File: config.mk
export PLATFORM = sky130hd
export DESIGN_NAME = ccipTraceTop
export DESIGN_NICKNAME = d
export VERILOG_FILES = /design/src/hw/ccipTracePkg.sv /design/src/hw/chanMonitor.sv /design/src/hw/traceArbiter.sv /design/src/hw/traceBuffer.sv /design/src/hw/ccipTraceTop.sv
export SDC_FILE = /design/constraint.sdc
export NUM_CORES = 2
export LEC_CHECK = 0
export BUFFER_PORTS_ARGS = -buffer_cell sky130_fd_sc_hd__buf_2
export CORE_AREA = 4 4 648 329
export DETAILED_ROUTE_END_ITERATION = 8
export DIE_AREA = 0 0 652 333
export PLACE_DENSITY = 0.89
export RECOVER_POWER = 50
export SYNTH_ARGS = -nofsm -noshare
export SYNTH_HDL_FRONTEND = slang
export SYNTH_SLANG_ARGS = --single-unit
File: constraint.sdc
create_clock -name clk -period 5.3 [get_ports clk]
set_input_delay 0 -clock clk [delete_from_list [all_inputs] [get_ports clk]]
set_output_delay 0 -clock clk [all_outputs]
set_load 0.03 [all_outputs]
File: src/hw/ccipTracePkg.sv
// Trace recorder shared widths, channel and request encodings, and trace record layout
`default_nettype none

package ccipTracePkg;

   //////////////////////////////////////////////////////////////////////
   // Widths and sizes
   //////////////////////////////////////////////////////////////////////

   // Payload on write request and read response
   localparam int DATA_W = 64;
   localparam int ADDR_W = 32;
   localparam int MDATA_W = 16;
   localparam int TYPE_W = 4;
   // Free-running cycle stamp
   localparam int TS_W = 24;
   // Payload digest, upper half XOR lower half
   localparam int DIGEST_W = 32;

   // Shared trace memory
   localparam int TRACE_DEPTH = 16;
   localparam int IDX_W = $clog2(TRACE_DEPTH);
   // Occupancy must reach TRACE_DEPTH itself
   localparam int COUNT_W = IDX_W + 1;
   // Running totals for records and drops
   localparam int TOTAL_W = 32;

   // Per-monitor queue
   localparam int FIFO_DEPTH = 4;
   localparam int FIFO_PTR_W = $clog2(FIFO_DEPTH);
   localparam int FIFO_CNT_W = FIFO_PTR_W + 1;

   // Monitored channels, kept a power of two for the arbiter wrap
   localparam int NUM_CHAN = 4;
   localparam int CHAN_W = $clog2(NUM_CHAN);

   //////////////////////////////////////////////////////////////////////
   // Encodings
   //////////////////////////////////////////////////////////////////////

   typedef enum logic [1:0] {
      CH_RDREQ = 2'd0,
      CH_WRREQ = 2'd1,
      CH_RDRSP = 2'd2,
      CH_WRRSP = 2'd3
   } chanT;

   // Virtual channel select, same order as the cache port header
   typedef enum logic [1:0] {
      VC_VA  = 2'b00,
      VC_VL0 = 2'b01,
      VC_VH0 = 2'b10,
      VC_VH1 = 2'b11
   } vcT;

   // Request types
   localparam logic [TYPE_W-1:0] REQ_RDLINE_S = 4'h4;
   localparam logic [TYPE_W-1:0] REQ_RDLINE_I = 4'h5;
   localparam logic [TYPE_W-1:0] REQ_WRLINE_I = 4'h1;
   localparam logic [TYPE_W-1:0] REQ_WRLINE_M = 4'h2;
   // Response types
   localparam logic [TYPE_W-1:0] RSP_RD = 4'h0;
   localparam logic [TYPE_W-1:0] RSP_WR = 4'h1;

   // One trace record, 112 bits, timestamp in the top bits
   typedef struct packed {
      logic [TS_W-1:0]     timestamp;
      chanT                chan;
      vcT                  vc;
      logic [TYPE_W-1:0]   reqType;
      logic [MDATA_W-1:0]  mdata;
      logic [ADDR_W-1:0]   addr;
      logic [DIGEST_W-1:0] digest;
   } traceRecT;

endpackage

`default_nettype wire

File: src/hw/chanMonitor.sv
// Channel monitor that formats each enabled beat into a trace record and queues it
`timescale 1ns/10ps
`default_nettype none

module chanMonitor #(
   parameter ccipTracePkg::chanT chanId = ccipTracePkg::CH_RDREQ
) (
   input  wire logic                               clk,
   input  wire logic                               rstN,
   input  wire logic                               enable,
   input  wire logic                               valid,
   input  wire ccipTracePkg::vcT                   vc,
   input  wire logic [ccipTracePkg::TYPE_W-1:0]    reqType,
   input  wire logic [ccipTracePkg::MDATA_W-1:0]   mdata,
   input  wire logic [ccipTracePkg::ADDR_W-1:0]    addr,
   input  wire logic [ccipTracePkg::DATA_W-1:0]    data,
   input  wire logic [ccipTracePkg::TS_W-1:0]      now,
   input  wire logic                               grant,
   output logic                                    pending,
   output ccipTracePkg::traceRecT                  headRec,
   output logic                                    dropPulse
);

   import ccipTracePkg::*;

   traceRecT              beatRec;
   traceRecT              fifoMem [FIFO_DEPTH];
   logic [FIFO_PTR_W-1:0] wrPtr;
   logic [FIFO_PTR_W-1:0] rdPtr;
   logic [FIFO_CNT_W-1:0] fifoCnt;
   logic                  beat;
   logic                  full;
   logic                  push;
   logic                  pop;

   //////////////////////////////////////////////////////////////////////
   // Record formatting
   //////////////////////////////////////////////////////////////////////

   // Stamp taken at the sampling edge
   always_comb begin
      beatRec.timestamp = now;
      beatRec.chan = chanId;
      beatRec.vc = vc;
      beatRec.reqType = reqType;
      beatRec.mdata = mdata;
      beatRec.addr = addr;
      // Fold the payload halves
      beatRec.digest = data[DATA_W-1:DIGEST_W] ^ data[DIGEST_W-1:0];
   end

   //////////////////////////////////////////////////////////////////////
   // Queue control
   //////////////////////////////////////////////////////////////////////

   assign beat = enable && valid;
   assign full = (fifoCnt == FIFO_CNT_W'(FIFO_DEPTH));
   // Arbiter only grants a pending monitor
   assign pop = grant && pending;
   // A full queue still accepts when its head leaves this edge
   assign push = beat && (!full || pop);

   assign pending = (fifoCnt != '0);
   assign headRec = fifoMem[rdPtr];

   always_ff @(posedge clk) begin
      if (!rstN) begin
         wrPtr <= '0;
         rdPtr <= '0;
         fifoCnt <= '0;
         dropPulse <= 1'b0;
      end else begin
         if (push) begin
            wrPtr <= wrPtr + 1'b1;
         end
         if (pop) begin
            rdPtr <= rdPtr + 1'b1;
         end
         case ({push, pop})
            2'b10: fifoCnt <= fifoCnt + 1'b1;
            2'b01: fifoCnt <= fifoCnt - 1'b1;
            default: fifoCnt <= fifoCnt;
         endcase
         // One pulse per lost beat
         dropPulse <= beat && !push;
      end
   end

   // Queue storage
   always_ff @(posedge clk) begin
      if (push) begin
         fifoMem[wrPtr] <= beatRec;
      end
   end

endmodule

`default_nettype wire

File: src/hw/traceArbiter.sv
// Round-robin arbiter moving one monitor head record per cycle onto the trace write bus
`timescale 1ns/10ps
`default_nettype none

module traceArbiter (
   input  wire logic                                clk,
   input  wire logic                                rstN,
   input  wire logic [ccipTracePkg::NUM_CHAN-1:0]   pending,
   input  wire ccipTracePkg::traceRecT              headRec [ccipTracePkg::NUM_CHAN],
   output logic [ccipTracePkg::NUM_CHAN-1:0]        grant,
   output logic                                     wrEn,
   output ccipTracePkg::traceRecT                   wrRec
);

   import ccipTracePkg::*;

   logic [CHAN_W-1:0] lastWin;
   logic [CHAN_W-1:0] winIdx;
   logic [CHAN_W-1:0] cand;
   logic              anyWin;

   //////////////////////////////////////////////////////////////////////
   // Winner select
   //////////////////////////////////////////////////////////////////////

   // Scan starts one past the last winner, last winner checked last
   always_comb begin
      anyWin = 1'b0;
      winIdx = lastWin;
      cand = lastWin;
      for (int k = 1; k <= NUM_CHAN; k++) begin
         // Wraps modulo NUM_CHAN
         cand = lastWin + CHAN_W'(k);
         if (!anyWin && pending[cand]) begin
            anyWin = 1'b1;
            winIdx = cand;
         end
      end
   end

   // One-hot pop to the winning monitor
   always_comb begin
      grant = '0;
      if (anyWin) begin
         grant[winIdx] = 1'b1;
      end
   end

   //////////////////////////////////////////////////////////////////////
   // Write bus
   //////////////////////////////////////////////////////////////////////

   always_ff @(posedge clk) begin
      if (!rstN) begin
         // Channel 0 gets first turn
         lastWin <= CHAN_W'(NUM_CHAN - 1);
         wrEn <= 1'b0;
      end else begin
         wrEn <= anyWin;
         if (anyWin) begin
            lastWin <= winIdx;
         end
      end
   end

   // Record is valid only with wrEn
   always_ff @(posedge clk) begin
      wrRec <= headRec[winIdx];
   end

endmodule

`default_nettype wire

File: src/hw/traceBuffer.sv
// Circular trace memory with cycle timestamp, record and drop counters, and indexed readout
`timescale 1ns/10ps
`default_nettype none

module traceBuffer (
   input  wire logic                                clk,
   input  wire logic                                rstN,
   input  wire logic                                wrEn,
   input  wire ccipTracePkg::traceRecT              wrRec,
   input  wire logic [ccipTracePkg::NUM_CHAN-1:0]   dropPulse,
   input  wire logic [ccipTracePkg::IDX_W-1:0]      rdIdx,
   output logic [ccipTracePkg::TS_W-1:0]            now,
   output ccipTracePkg::traceRecT                   rdRec,
   output logic [ccipTracePkg::COUNT_W-1:0]         recCount,
   output logic [ccipTracePkg::TOTAL_W-1:0]         recTotal,
   output logic [ccipTracePkg::TOTAL_W-1:0]         dropTotal
);

   import ccipTracePkg::*;

   traceRecT          traceMem [TRACE_DEPTH];
   logic [IDX_W-1:0]  wrPtr;
   logic [IDX_W-1:0]  rdAddr;
   logic              wrapped;
   logic [CHAN_W:0]   dropSum;

   //////////////////////////////////////////////////////////////////////
   // Timestamp
   //////////////////////////////////////////////////////////////////////

   // Zero in the first cycle out of reset
   always_ff @(posedge clk) begin
      if (!rstN) begin
         now <= '0;
      end else begin
         now <= now + 1'b1;
      end
   end

   //////////////////////////////////////////////////////////////////////
   // Write side and counters
   //////////////////////////////////////////////////////////////////////

   // Drops from all monitors in one cycle
   always_comb begin
      dropSum = '0;
      for (int c = 0; c < NUM_CHAN; c++) begin
         dropSum = dropSum + {{CHAN_W{1'b0}}, dropPulse[c]};
      end
   end

   always_ff @(posedge clk) begin
      if (!rstN) begin
         wrPtr <= '0;
         recCount <= '0;
         recTotal <= '0;
         dropTotal <= '0;
      end else begin
         if (wrEn) begin
            wrPtr <= wrPtr + 1'b1;
            recTotal <= recTotal + 1'b1;
            // Saturate once full, oldest entries get overwritten
            if (!wrapped) begin
               recCount <= recCount + 1'b1;
            end
         end
         dropTotal <= dropTotal + TOTAL_W'(dropSum);
      end
   end

   always_ff @(posedge clk) begin
      if (wrEn) begin
         traceMem[wrPtr] <= wrRec;
      end
   end

   //////////////////////////////////////////////////////////////////////
   // Readout
   //////////////////////////////////////////////////////////////////////

   assign wrapped = (recCount == COUNT_W'(TRACE_DEPTH));
   // Index 0 is the oldest; after wrap that is the next slot to write
   assign rdAddr = wrapped ? (wrPtr + rdIdx) : rdIdx;

   // One cycle read latency
   always_ff @(posedge clk) begin
      rdRec <= traceMem[rdAddr];
   end

endmodule

`default_nettype wire

File: src/hw/ccipTraceTop.sv
// Cache port trace recorder top with four channel monitors, arbiter and trace memory
`timescale 1ns/10ps
`default_nettype none

module ccipTraceTop (
   input  wire logic                               clk,
   input  wire logic                               rstN,
   input  wire logic                               enable,
   // Read request
   input  wire logic                               rdReqValid,
   input  wire ccipTracePkg::vcT                   rdReqVc,
   input  wire logic [ccipTracePkg::TYPE_W-1:0]    rdReqType,
   input  wire logic [ccipTracePkg::MDATA_W-1:0]   rdReqMdata,
   input  wire logic [ccipTracePkg::ADDR_W-1:0]    rdReqAddr,
   // Write request
   input  wire logic                               wrReqValid,
   input  wire ccipTracePkg::vcT                   wrReqVc,
   input  wire logic [ccipTracePkg::TYPE_W-1:0]    wrReqType,
   input  wire logic [ccipTracePkg::MDATA_W-1:0]   wrReqMdata,
   input  wire logic [ccipTracePkg::ADDR_W-1:0]    wrReqAddr,
   input  wire logic [ccipTracePkg::DATA_W-1:0]    wrReqData,
   // Read response
   input  wire logic                               rdRspValid,
   input  wire ccipTracePkg::vcT                   rdRspVc,
   input  wire logic [ccipTracePkg::TYPE_W-1:0]    rdRspType,
   input  wire logic [ccipTracePkg::MDATA_W-1:0]   rdRspMdata,
   input  wire logic [ccipTracePkg::DATA_W-1:0]    rdRspData,
   // Write response
   input  wire logic                               wrRspValid,
   input  wire ccipTracePkg::vcT                   wrRspVc,
   input  wire logic [ccipTracePkg::TYPE_W-1:0]    wrRspType,
   input  wire logic [ccipTracePkg::MDATA_W-1:0]   wrRspMdata,
   // Software readback
   input  wire logic [ccipTracePkg::IDX_W-1:0]     rdIdx,
   output ccipTracePkg::traceRecT                  rdRec,
   output logic [ccipTracePkg::COUNT_W-1:0]        recCount,
   output logic [ccipTracePkg::TOTAL_W-1:0]        recTotal,
   output logic [ccipTracePkg::TOTAL_W-1:0]        dropTotal
);

   import ccipTracePkg::*;

   logic [NUM_CHAN-1:0] pending;
   logic [NUM_CHAN-1:0] grant;
   logic [NUM_CHAN-1:0] dropPulse;
   traceRecT            headRec [NUM_CHAN];
   logic                wrEn;
   traceRecT            wrRec;
   logic [TS_W-1:0]     now;

   //////////////////////////////////////////////////////////////////////
   // Channel monitors, missing fields tied low
   //////////////////////////////////////////////////////////////////////

   chanMonitor #(.chanId(CH_RDREQ)) i_rdReqMon (
      .clk(clk), .rstN(rstN), .enable(enable), .valid(rdReqValid),
      .vc(rdReqVc), .reqType(rdReqType), .mdata(rdReqMdata), .addr(rdReqAddr),
      .data('0), .now(now), .grant(grant[CH_RDREQ]), .pending(pending[CH_RDREQ]),
      .headRec(headRec[CH_RDREQ]), .dropPulse(dropPulse[CH_RDREQ])
   );

   chanMonitor #(.chanId(CH_WRREQ)) i_wrReqMon (
      .clk(clk), .rstN(rstN), .enable(enable), .valid(wrReqValid),
      .vc(wrReqVc), .reqType(wrReqType), .mdata(wrReqMdata), .addr(wrReqAddr),
      .data(wrReqData), .now(now), .grant(grant[CH_WRREQ]), .pending(pending[CH_WRREQ]),
      .headRec(headRec[CH_WRREQ]), .dropPulse(dropPulse[CH_WRREQ])
   );

   // Responses carry no address
   chanMonitor #(.chanId(CH_RDRSP)) i_rdRspMon (
      .clk(clk), .rstN(rstN), .enable(enable), .valid(rdRspValid),
      .vc(rdRspVc), .reqType(rdRspType), .mdata(rdRspMdata), .addr('0),
      .data(rdRspData), .now(now), .grant(grant[CH_RDRSP]), .pending(pending[CH_RDRSP]),
      .headRec(headRec[CH_RDRSP]), .dropPulse(dropPulse[CH_RDRSP])
   );

   chanMonitor #(.chanId(CH_WRRSP)) i_wrRspMon (
      .clk(clk), .rstN(rstN), .enable(enable), .valid(wrRspValid),
      .vc(wrRspVc), .reqType(wrRspType), .mdata(wrRspMdata), .addr('0),
      .data('0), .now(now), .grant(grant[CH_WRRSP]), .pending(pending[CH_WRRSP]),
      .headRec(headRec[CH_WRRSP]), .dropPulse(dropPulse[CH_WRRSP])
   );

   //////////////////////////////////////////////////////////////////////
   // Arbitration and storage
   //////////////////////////////////////////////////////////////////////

   traceArbiter i_arbiter (
      .clk(clk), .rstN(rstN), .pending(pending), .headRec(headRec),
      .grant(grant), .wrEn(wrEn), .wrRec(wrRec)
   );

   traceBuffer i_buffer (
      .clk(clk), .rstN(rstN), .wrEn(wrEn), .wrRec(wrRec), .dropPulse(dropPulse),
      .rdIdx(rdIdx), .now(now), .rdRec(rdRec), .recCount(recCount),
      .recTotal(recTotal), .dropTotal(dropTotal)
   );

endmodule

`default_nettype wire

==> impl_metrics.csv, run 1 <==
group,metric,value,unit
synthesis,synth_edf_count,3040,
synthesis,yosys.area.top_type_share,72.61,%
synthesis,yosysWarningCount,0,
die,start_util,60.87,%
synthesis,synth-seq-cells,3404,
synthesis,synth_cell_type_count,55,
clocking,cts_resized,0,
global_routing,grt_usage,59.36,%
placement,dpl.hpwl,203000,um
run_status,status,"aborted with a tool error",
run_status,error,"[ERROR GRT-0232] Routing congestion too high. Check the congestion heatmap in the GUI.",
placement,dpl_cell_area,132000,sq um
placement,portBuffers,471,
synthesis,synthFlopType,"edfxtp_1",
global_routing,antenna_found_initial,148,
clocking,cts-buffers-inserted,285,
clocking,cts_hold_buffers,419,
synthesis,netlist_instances,5730,
die,fp.dieH,333,um
run_status,lastStage,"global routing (5_1_grt)",
die,pin_count,472,
synthesis,synthTopCellsByArea,"edfxtp_1 73%, mux4_2 14%, dfxtp_1 5.8%, a22oi_1 1.3%, mux2i_1 1.2%",
sta,grt-worst-endpoint,"i_rdReqMon.fifoCnt[2]$_SDFFE_PN0P_/D",
sta,worst_endpoint_kind,"sequential cell input",
die,rows,118,
clocking,postCtsSetupBuffers,0,
synthesis,avgSynthCellArea,21.94,sq um
placement,finalWeightedCongestion,0.8276,
clocking,cts_buffer_depth,4,
die,die-width,652,um
synthesis,yosys.area.top_type,"edfxtp_1",
global_routing,grt_max_degree,113,
clocking,cts.sinks,3404,
synthesis,synth_fp_nets,6062,
clocking,root_buffer,"clkbuf_16",
clocking,h-tree-depth,5,
synthesis,synth-seq-area-share,78.40,%
synthesis,syn_area,125700,sq um
global_routing,gr-total-overflow,98,
synthesis,synth-async-reset-ratio,0,%
-- synthesized netlist by cell type, types with 30 or more instances --
| library cell | count |
|---|---|
| edfxtp_1 | 3040 |
| mux4_2 | 760 |
| dfxtp_1 | 364 |
| nand2_1 | 231 |
| a22oi_1 | 226 |
| clkbuf_1 | 155 |
| mux2i_1 | 146 |
| nor2_1 | 126 |
| xor2_1 | 118 |
| a21oi_1 | 61 |
| and2_1 | 43 |
| inv_1 | 43 |
| buf_2 | 39 |
| xnor2_1 | 39 |
| ha_1 | 34 |
| a22o_1 | 32 |
| buf_4 | 30 |
| nand3_1 | 30 |
-- through the flow --
step	utilization [%]	worst slack [ps]	cells
floorplan	-	714.1	5730
CTS	70.44	830.6	9761
detailed placement	63.89	1188	8833
global placement	63.89	1590	8833
-- metal layers --
metal  track usage, %  overflow
met1            57.75         6
met2            72.02        43
met3            52.23         6
met4            53.36        42
met5            33.25         1
-- logic make-up after synthesis --
family	after synthesis	synth area share [%]
AO/OA/AOI/OAI	368	2.096
adder cells (fa/ha/maj)	41	0.4498
buffers and inverters	318	1.233
AND/OR/NAND/NOR	536	1.950
multiplexers	906	14.78
flip-flops	3404	78.40
XOR/XNOR	157	1.094
==> inputs of run 2 (changes only) <==
--- a/config.mk
+++ b/config.mk
@@ -6,10 +6,10 @@
 export NUM_CORES = 2
 export LEC_CHECK = 0
 export BUFFER_PORTS_ARGS = -buffer_cell sky130_fd_sc_hd__buf_2
-export CORE_AREA = 4 4 648 329
+export CORE_AREA = 4 4 566 568
 export DETAILED_ROUTE_END_ITERATION = 8
-export DIE_AREA = 0 0 652 333
-export PLACE_DENSITY = 0.89
+export DIE_AREA = 0 0 570 572
+export PLACE_DENSITY_LB_ADDON = 0.15
 export RECOVER_POWER = 50
 export SYNTH_ARGS = -nofsm -noshare
 export SYNTH_HDL_FRONTEND = slang
==> run 2 against run 1 <==
  * The flow now finishes, with violations (capacitance limit, slew limit)
  * Synthesized cell count unchanged
  * Synthesized area unchanged
==> impl_metrics.csv, run 2 <==
group,metric,value,unit
synthesis,synthFlopType,"edfxtp_1",
die,die-width,570,um
layout,regMostFlops,"i_buffer.traceMem",
clocking,root_buffer,"clkbuf_16",
routing,ant_nets,0,
clocking,h-tree-depth,5,
synthesis,syn_area,125700,sq um
synthesis,yosysMostFrequentCell,"edfxtp_1",
sta,max_freq,221.2,MHz
sta,relSlewSlack,-87.45,%
job,maxCapViolCount,4,
worst_setup_path,cpMostUsedCell,"mux2i_1",
synthesis,avgSynthCellArea,21.94,sq um
routing,wirelength,332900,um
clocking,clock_latency,910,ps
clocking,cts-buffers-inserted,367,
clocking,cts_tree,"yes",
layout,drive_gt1_share,24.69,%
synthesis,netlist_instances,5730,
sta,slew_viol_final,154,
routing,vias_per_cell,5.386,
die,fp.dieH,572,um
sta,tightestPinTransition,2796,ps
layout,syn_to_final_growth,20.48,%
global_routing,grt_usage,20.24,%
run_status,violations,"capacitance limit, slew limit",
clocking,cts.sinks,3404,
worst_setup_path,worstPathBufferInverterCount,1,
synthesis,synth_fp_nets,6062,
layout,final-seq-area,98600,sq um
synthesis,synth-async-reset-ratio,0,%
layout,nNetsFinal,7340,
clocking,cts_buffer_depth,4,
worst_setup_path,cpMaxStageDelayCell,"clkbuf_1",
synthesis,synth-seq-cells,3404,
worst_setup_path,cp-start-kind,"flip-flop",
global_routing,grt_pass1_vias,64610,
layout,nFillCells,25810,
worst_setup_path,worstPathCellList,"or3_1 > o21ai_0 > a21oi_1 > nor2_1 > clkbuf_1 > mux2i_1 > mux2i_1",
die,core,314700,sq um
synthesis,synth_cell_type_count,55,
routing,initialDrtViolationCount,5609,
worst_setup_path,crit_fanout,17,
worst_setup_path,cp-end-kind,"flip-flop",
synthesis,yosys.area.top_type,"edfxtp_1",
placement,finalWeightedCongestion,0.7415,
worst_setup_path,crit_type,"reg2reg",
pwr,p_leak,49.77,nW
clocking,postCtsSetupBuffers,0,
global_routing,grt_pass1_wl,476200,um
min_path,min_path_type,"in2reg",
placement,pre_cts_ws,1427,ps
die,start_util,39.95,%
routing,drt_first_pass_iters,7,
layout,multi_input_comb_area,25770,sq um
die,fp.dieArea,326000,sq um
layout,largest_reg_flops,1792,
sta,final.min_clock_period,4520,ps
sta,hold_violations,0,
synthesis,synthTopCellsByArea,"edfxtp_1 73%, mux4_2 14%, dfxtp_1 5.8%, a22oi_1 1.3%, mux2i_1 1.2%",
clocking,cts.reportedPaths.clkPinSlew,60,ps
synthesis,synth-seq-area-share,78.40,%
global_routing,gr-total-overflow,0,
worst_setup_path,crit_family,"simple AND/OR/NAND/NOR gates",
die,rows,206,
layout,reg_top3,"i_buffer.traceMem: 1792 flops, i_wrReqMon.fifoMem: 440 flops",
layout,final_cell_mix,"3040 x edfxtp_1, 760 x mux4_2, 538 x dlygate4sd3_1",
die,pin_count,472,
sta,skew,41.33,ps
sta,finalSetupViolations,0,
routing,route.detailed.drc,0,
run_status,status,"complete, but fails checks",
sta,fin_setup_tns,0,ps
pwr,power.density,487.5,nW/um^2
worst_setup_path,cp.arrival,5210,ps
sta,rsz0062_at_grt,"no",
synthesis,yosys.area.top_type_share,72.61,%
routing,routedWlPerCell,28.91,um
placement,portBuffers,471,
pwr,ir_drop,694.0,uV
worst_setup_path,cp.required,5990,ps
worst_setup_path,cpPeakStageDelay,1270,ps
sta,post-route-period-util,85.29,%
placement,dpl.hpwl,184100,um
layout,layout_commonest_cell,"edfxtp_1",
global_routing,grt_max_degree,143,
synthesis,synth_common_cells,"3040 x edfxtp_1, 760 x mux4_2, 364 x dfxtp_1, 231 x nand2_1, 226 x a22oi_1",
synthesis,synth_edf_count,3040,
sta,timing.final.ws_setup,779.8,ps
global_routing,antenna_found_initial,73,
routing,num_vias,62030,
synthesis,yosysWarningCount,0,
-- run 2: cell counts after synthesis --
Identical to the previous run, type by type.
-- run 2: layer usage --
| metal | GRT usage [%] | wire length (um) | up-vias |
|---|---|---|---|
| met5 | 0 | 265 | - |
| met4 | 4.486 | 7700 | 40 |
| met3 | 4.191 | 22310 | 456 |
| met2 | 32.63 | 159200 | 1795 |
| met1 | 28.57 | 143400 | 33360 |
| li1 | - | - | 26380 |
-- run 2: cell families (layout without fill, tap and decap cells) --
logic type                 Yosys count  count (layout)  share of synthesized area, %
AOI/OAI and AO/OA                  368             368                         2.096
xor gates and xnor gates           157             157                         1.094
adders and majority gates           41              41                        0.4498
buffers and inverters              318            1907                         1.233
DFF                               3404            3404                         78.40
muxes                              906             906                         14.78
other                                0              39                             0
and+or+nand+nor                    536             536                         1.950
-- run 2: worst min-delay path, stage by stage --
cell and delay [ps]:
buf_2 90, xor2_1 70, dlygate4sd3_1 610
-- run 2: repair_timing --
action / 4_1_cts / 5_1_grt
endpoints found under the hold margin: 977 / 0
endpoints found under the setup margin: 0 / 0
resized for setup: 0 / 0
hold buffers: 538 / 0
-- run 2: worst paths after layout --
check             slack, ps  depth (start not counted)                   endpoint             startpoint
hold reg to reg         500                          2      i_rdReqMon.fifoCnt[0]  i_rdReqMon.fifoCnt[0]
hold / removal           80                          3  i_rdRspMon.fifoMem[2][20]          rdRspData[20]
setup / recovery        780                          7        i_arbiter.wrRec[90]  i_wrRspMon.fifoCnt[0]
setup reg to reg        780                          7        i_arbiter.wrRec[90]  i_wrRspMon.fifoCnt[0]
-- run 2: where the power goes --
part	internal (W)	switching, W	leakage (nW)
Clock	0.0149	0.0103	5.88
Sequential	0.0331	0.00237	30.8
Combinational	0.00460	0.00857	13.1
-- run 2: stage by stage --
stage	instances	total power, W	cell area, sq um	hold slack (ps)	util [%]
2_1_floorplan	5730	0.04161	125700	98.87	-
3_3_place_gp	10260	0.04883	134300	209.4	42.67
3_5_place_dp	10260	0.04908	134300	217.4	42.67
4_1_cts	11480	0.07470	151700	1.628	48.19
5_1_grt	11490	0.07677	151400	40.29	48.11
6_report	11520	0.07384	151500	81.03	48.13
-- run 2: layout make-up --
class	instances	share of cell area, %
flip-flops and latches	3404	65.09
multi-input cells	2008	17.01
clock buffers	504	6.766
repair buffers	1180	6.372
well taps	4160	3.436
clock inverters	176	1.137
inverters	47	0.1173
diodes	39	0.06443
No activity file was read; power rests on OpenSTA's default activity.
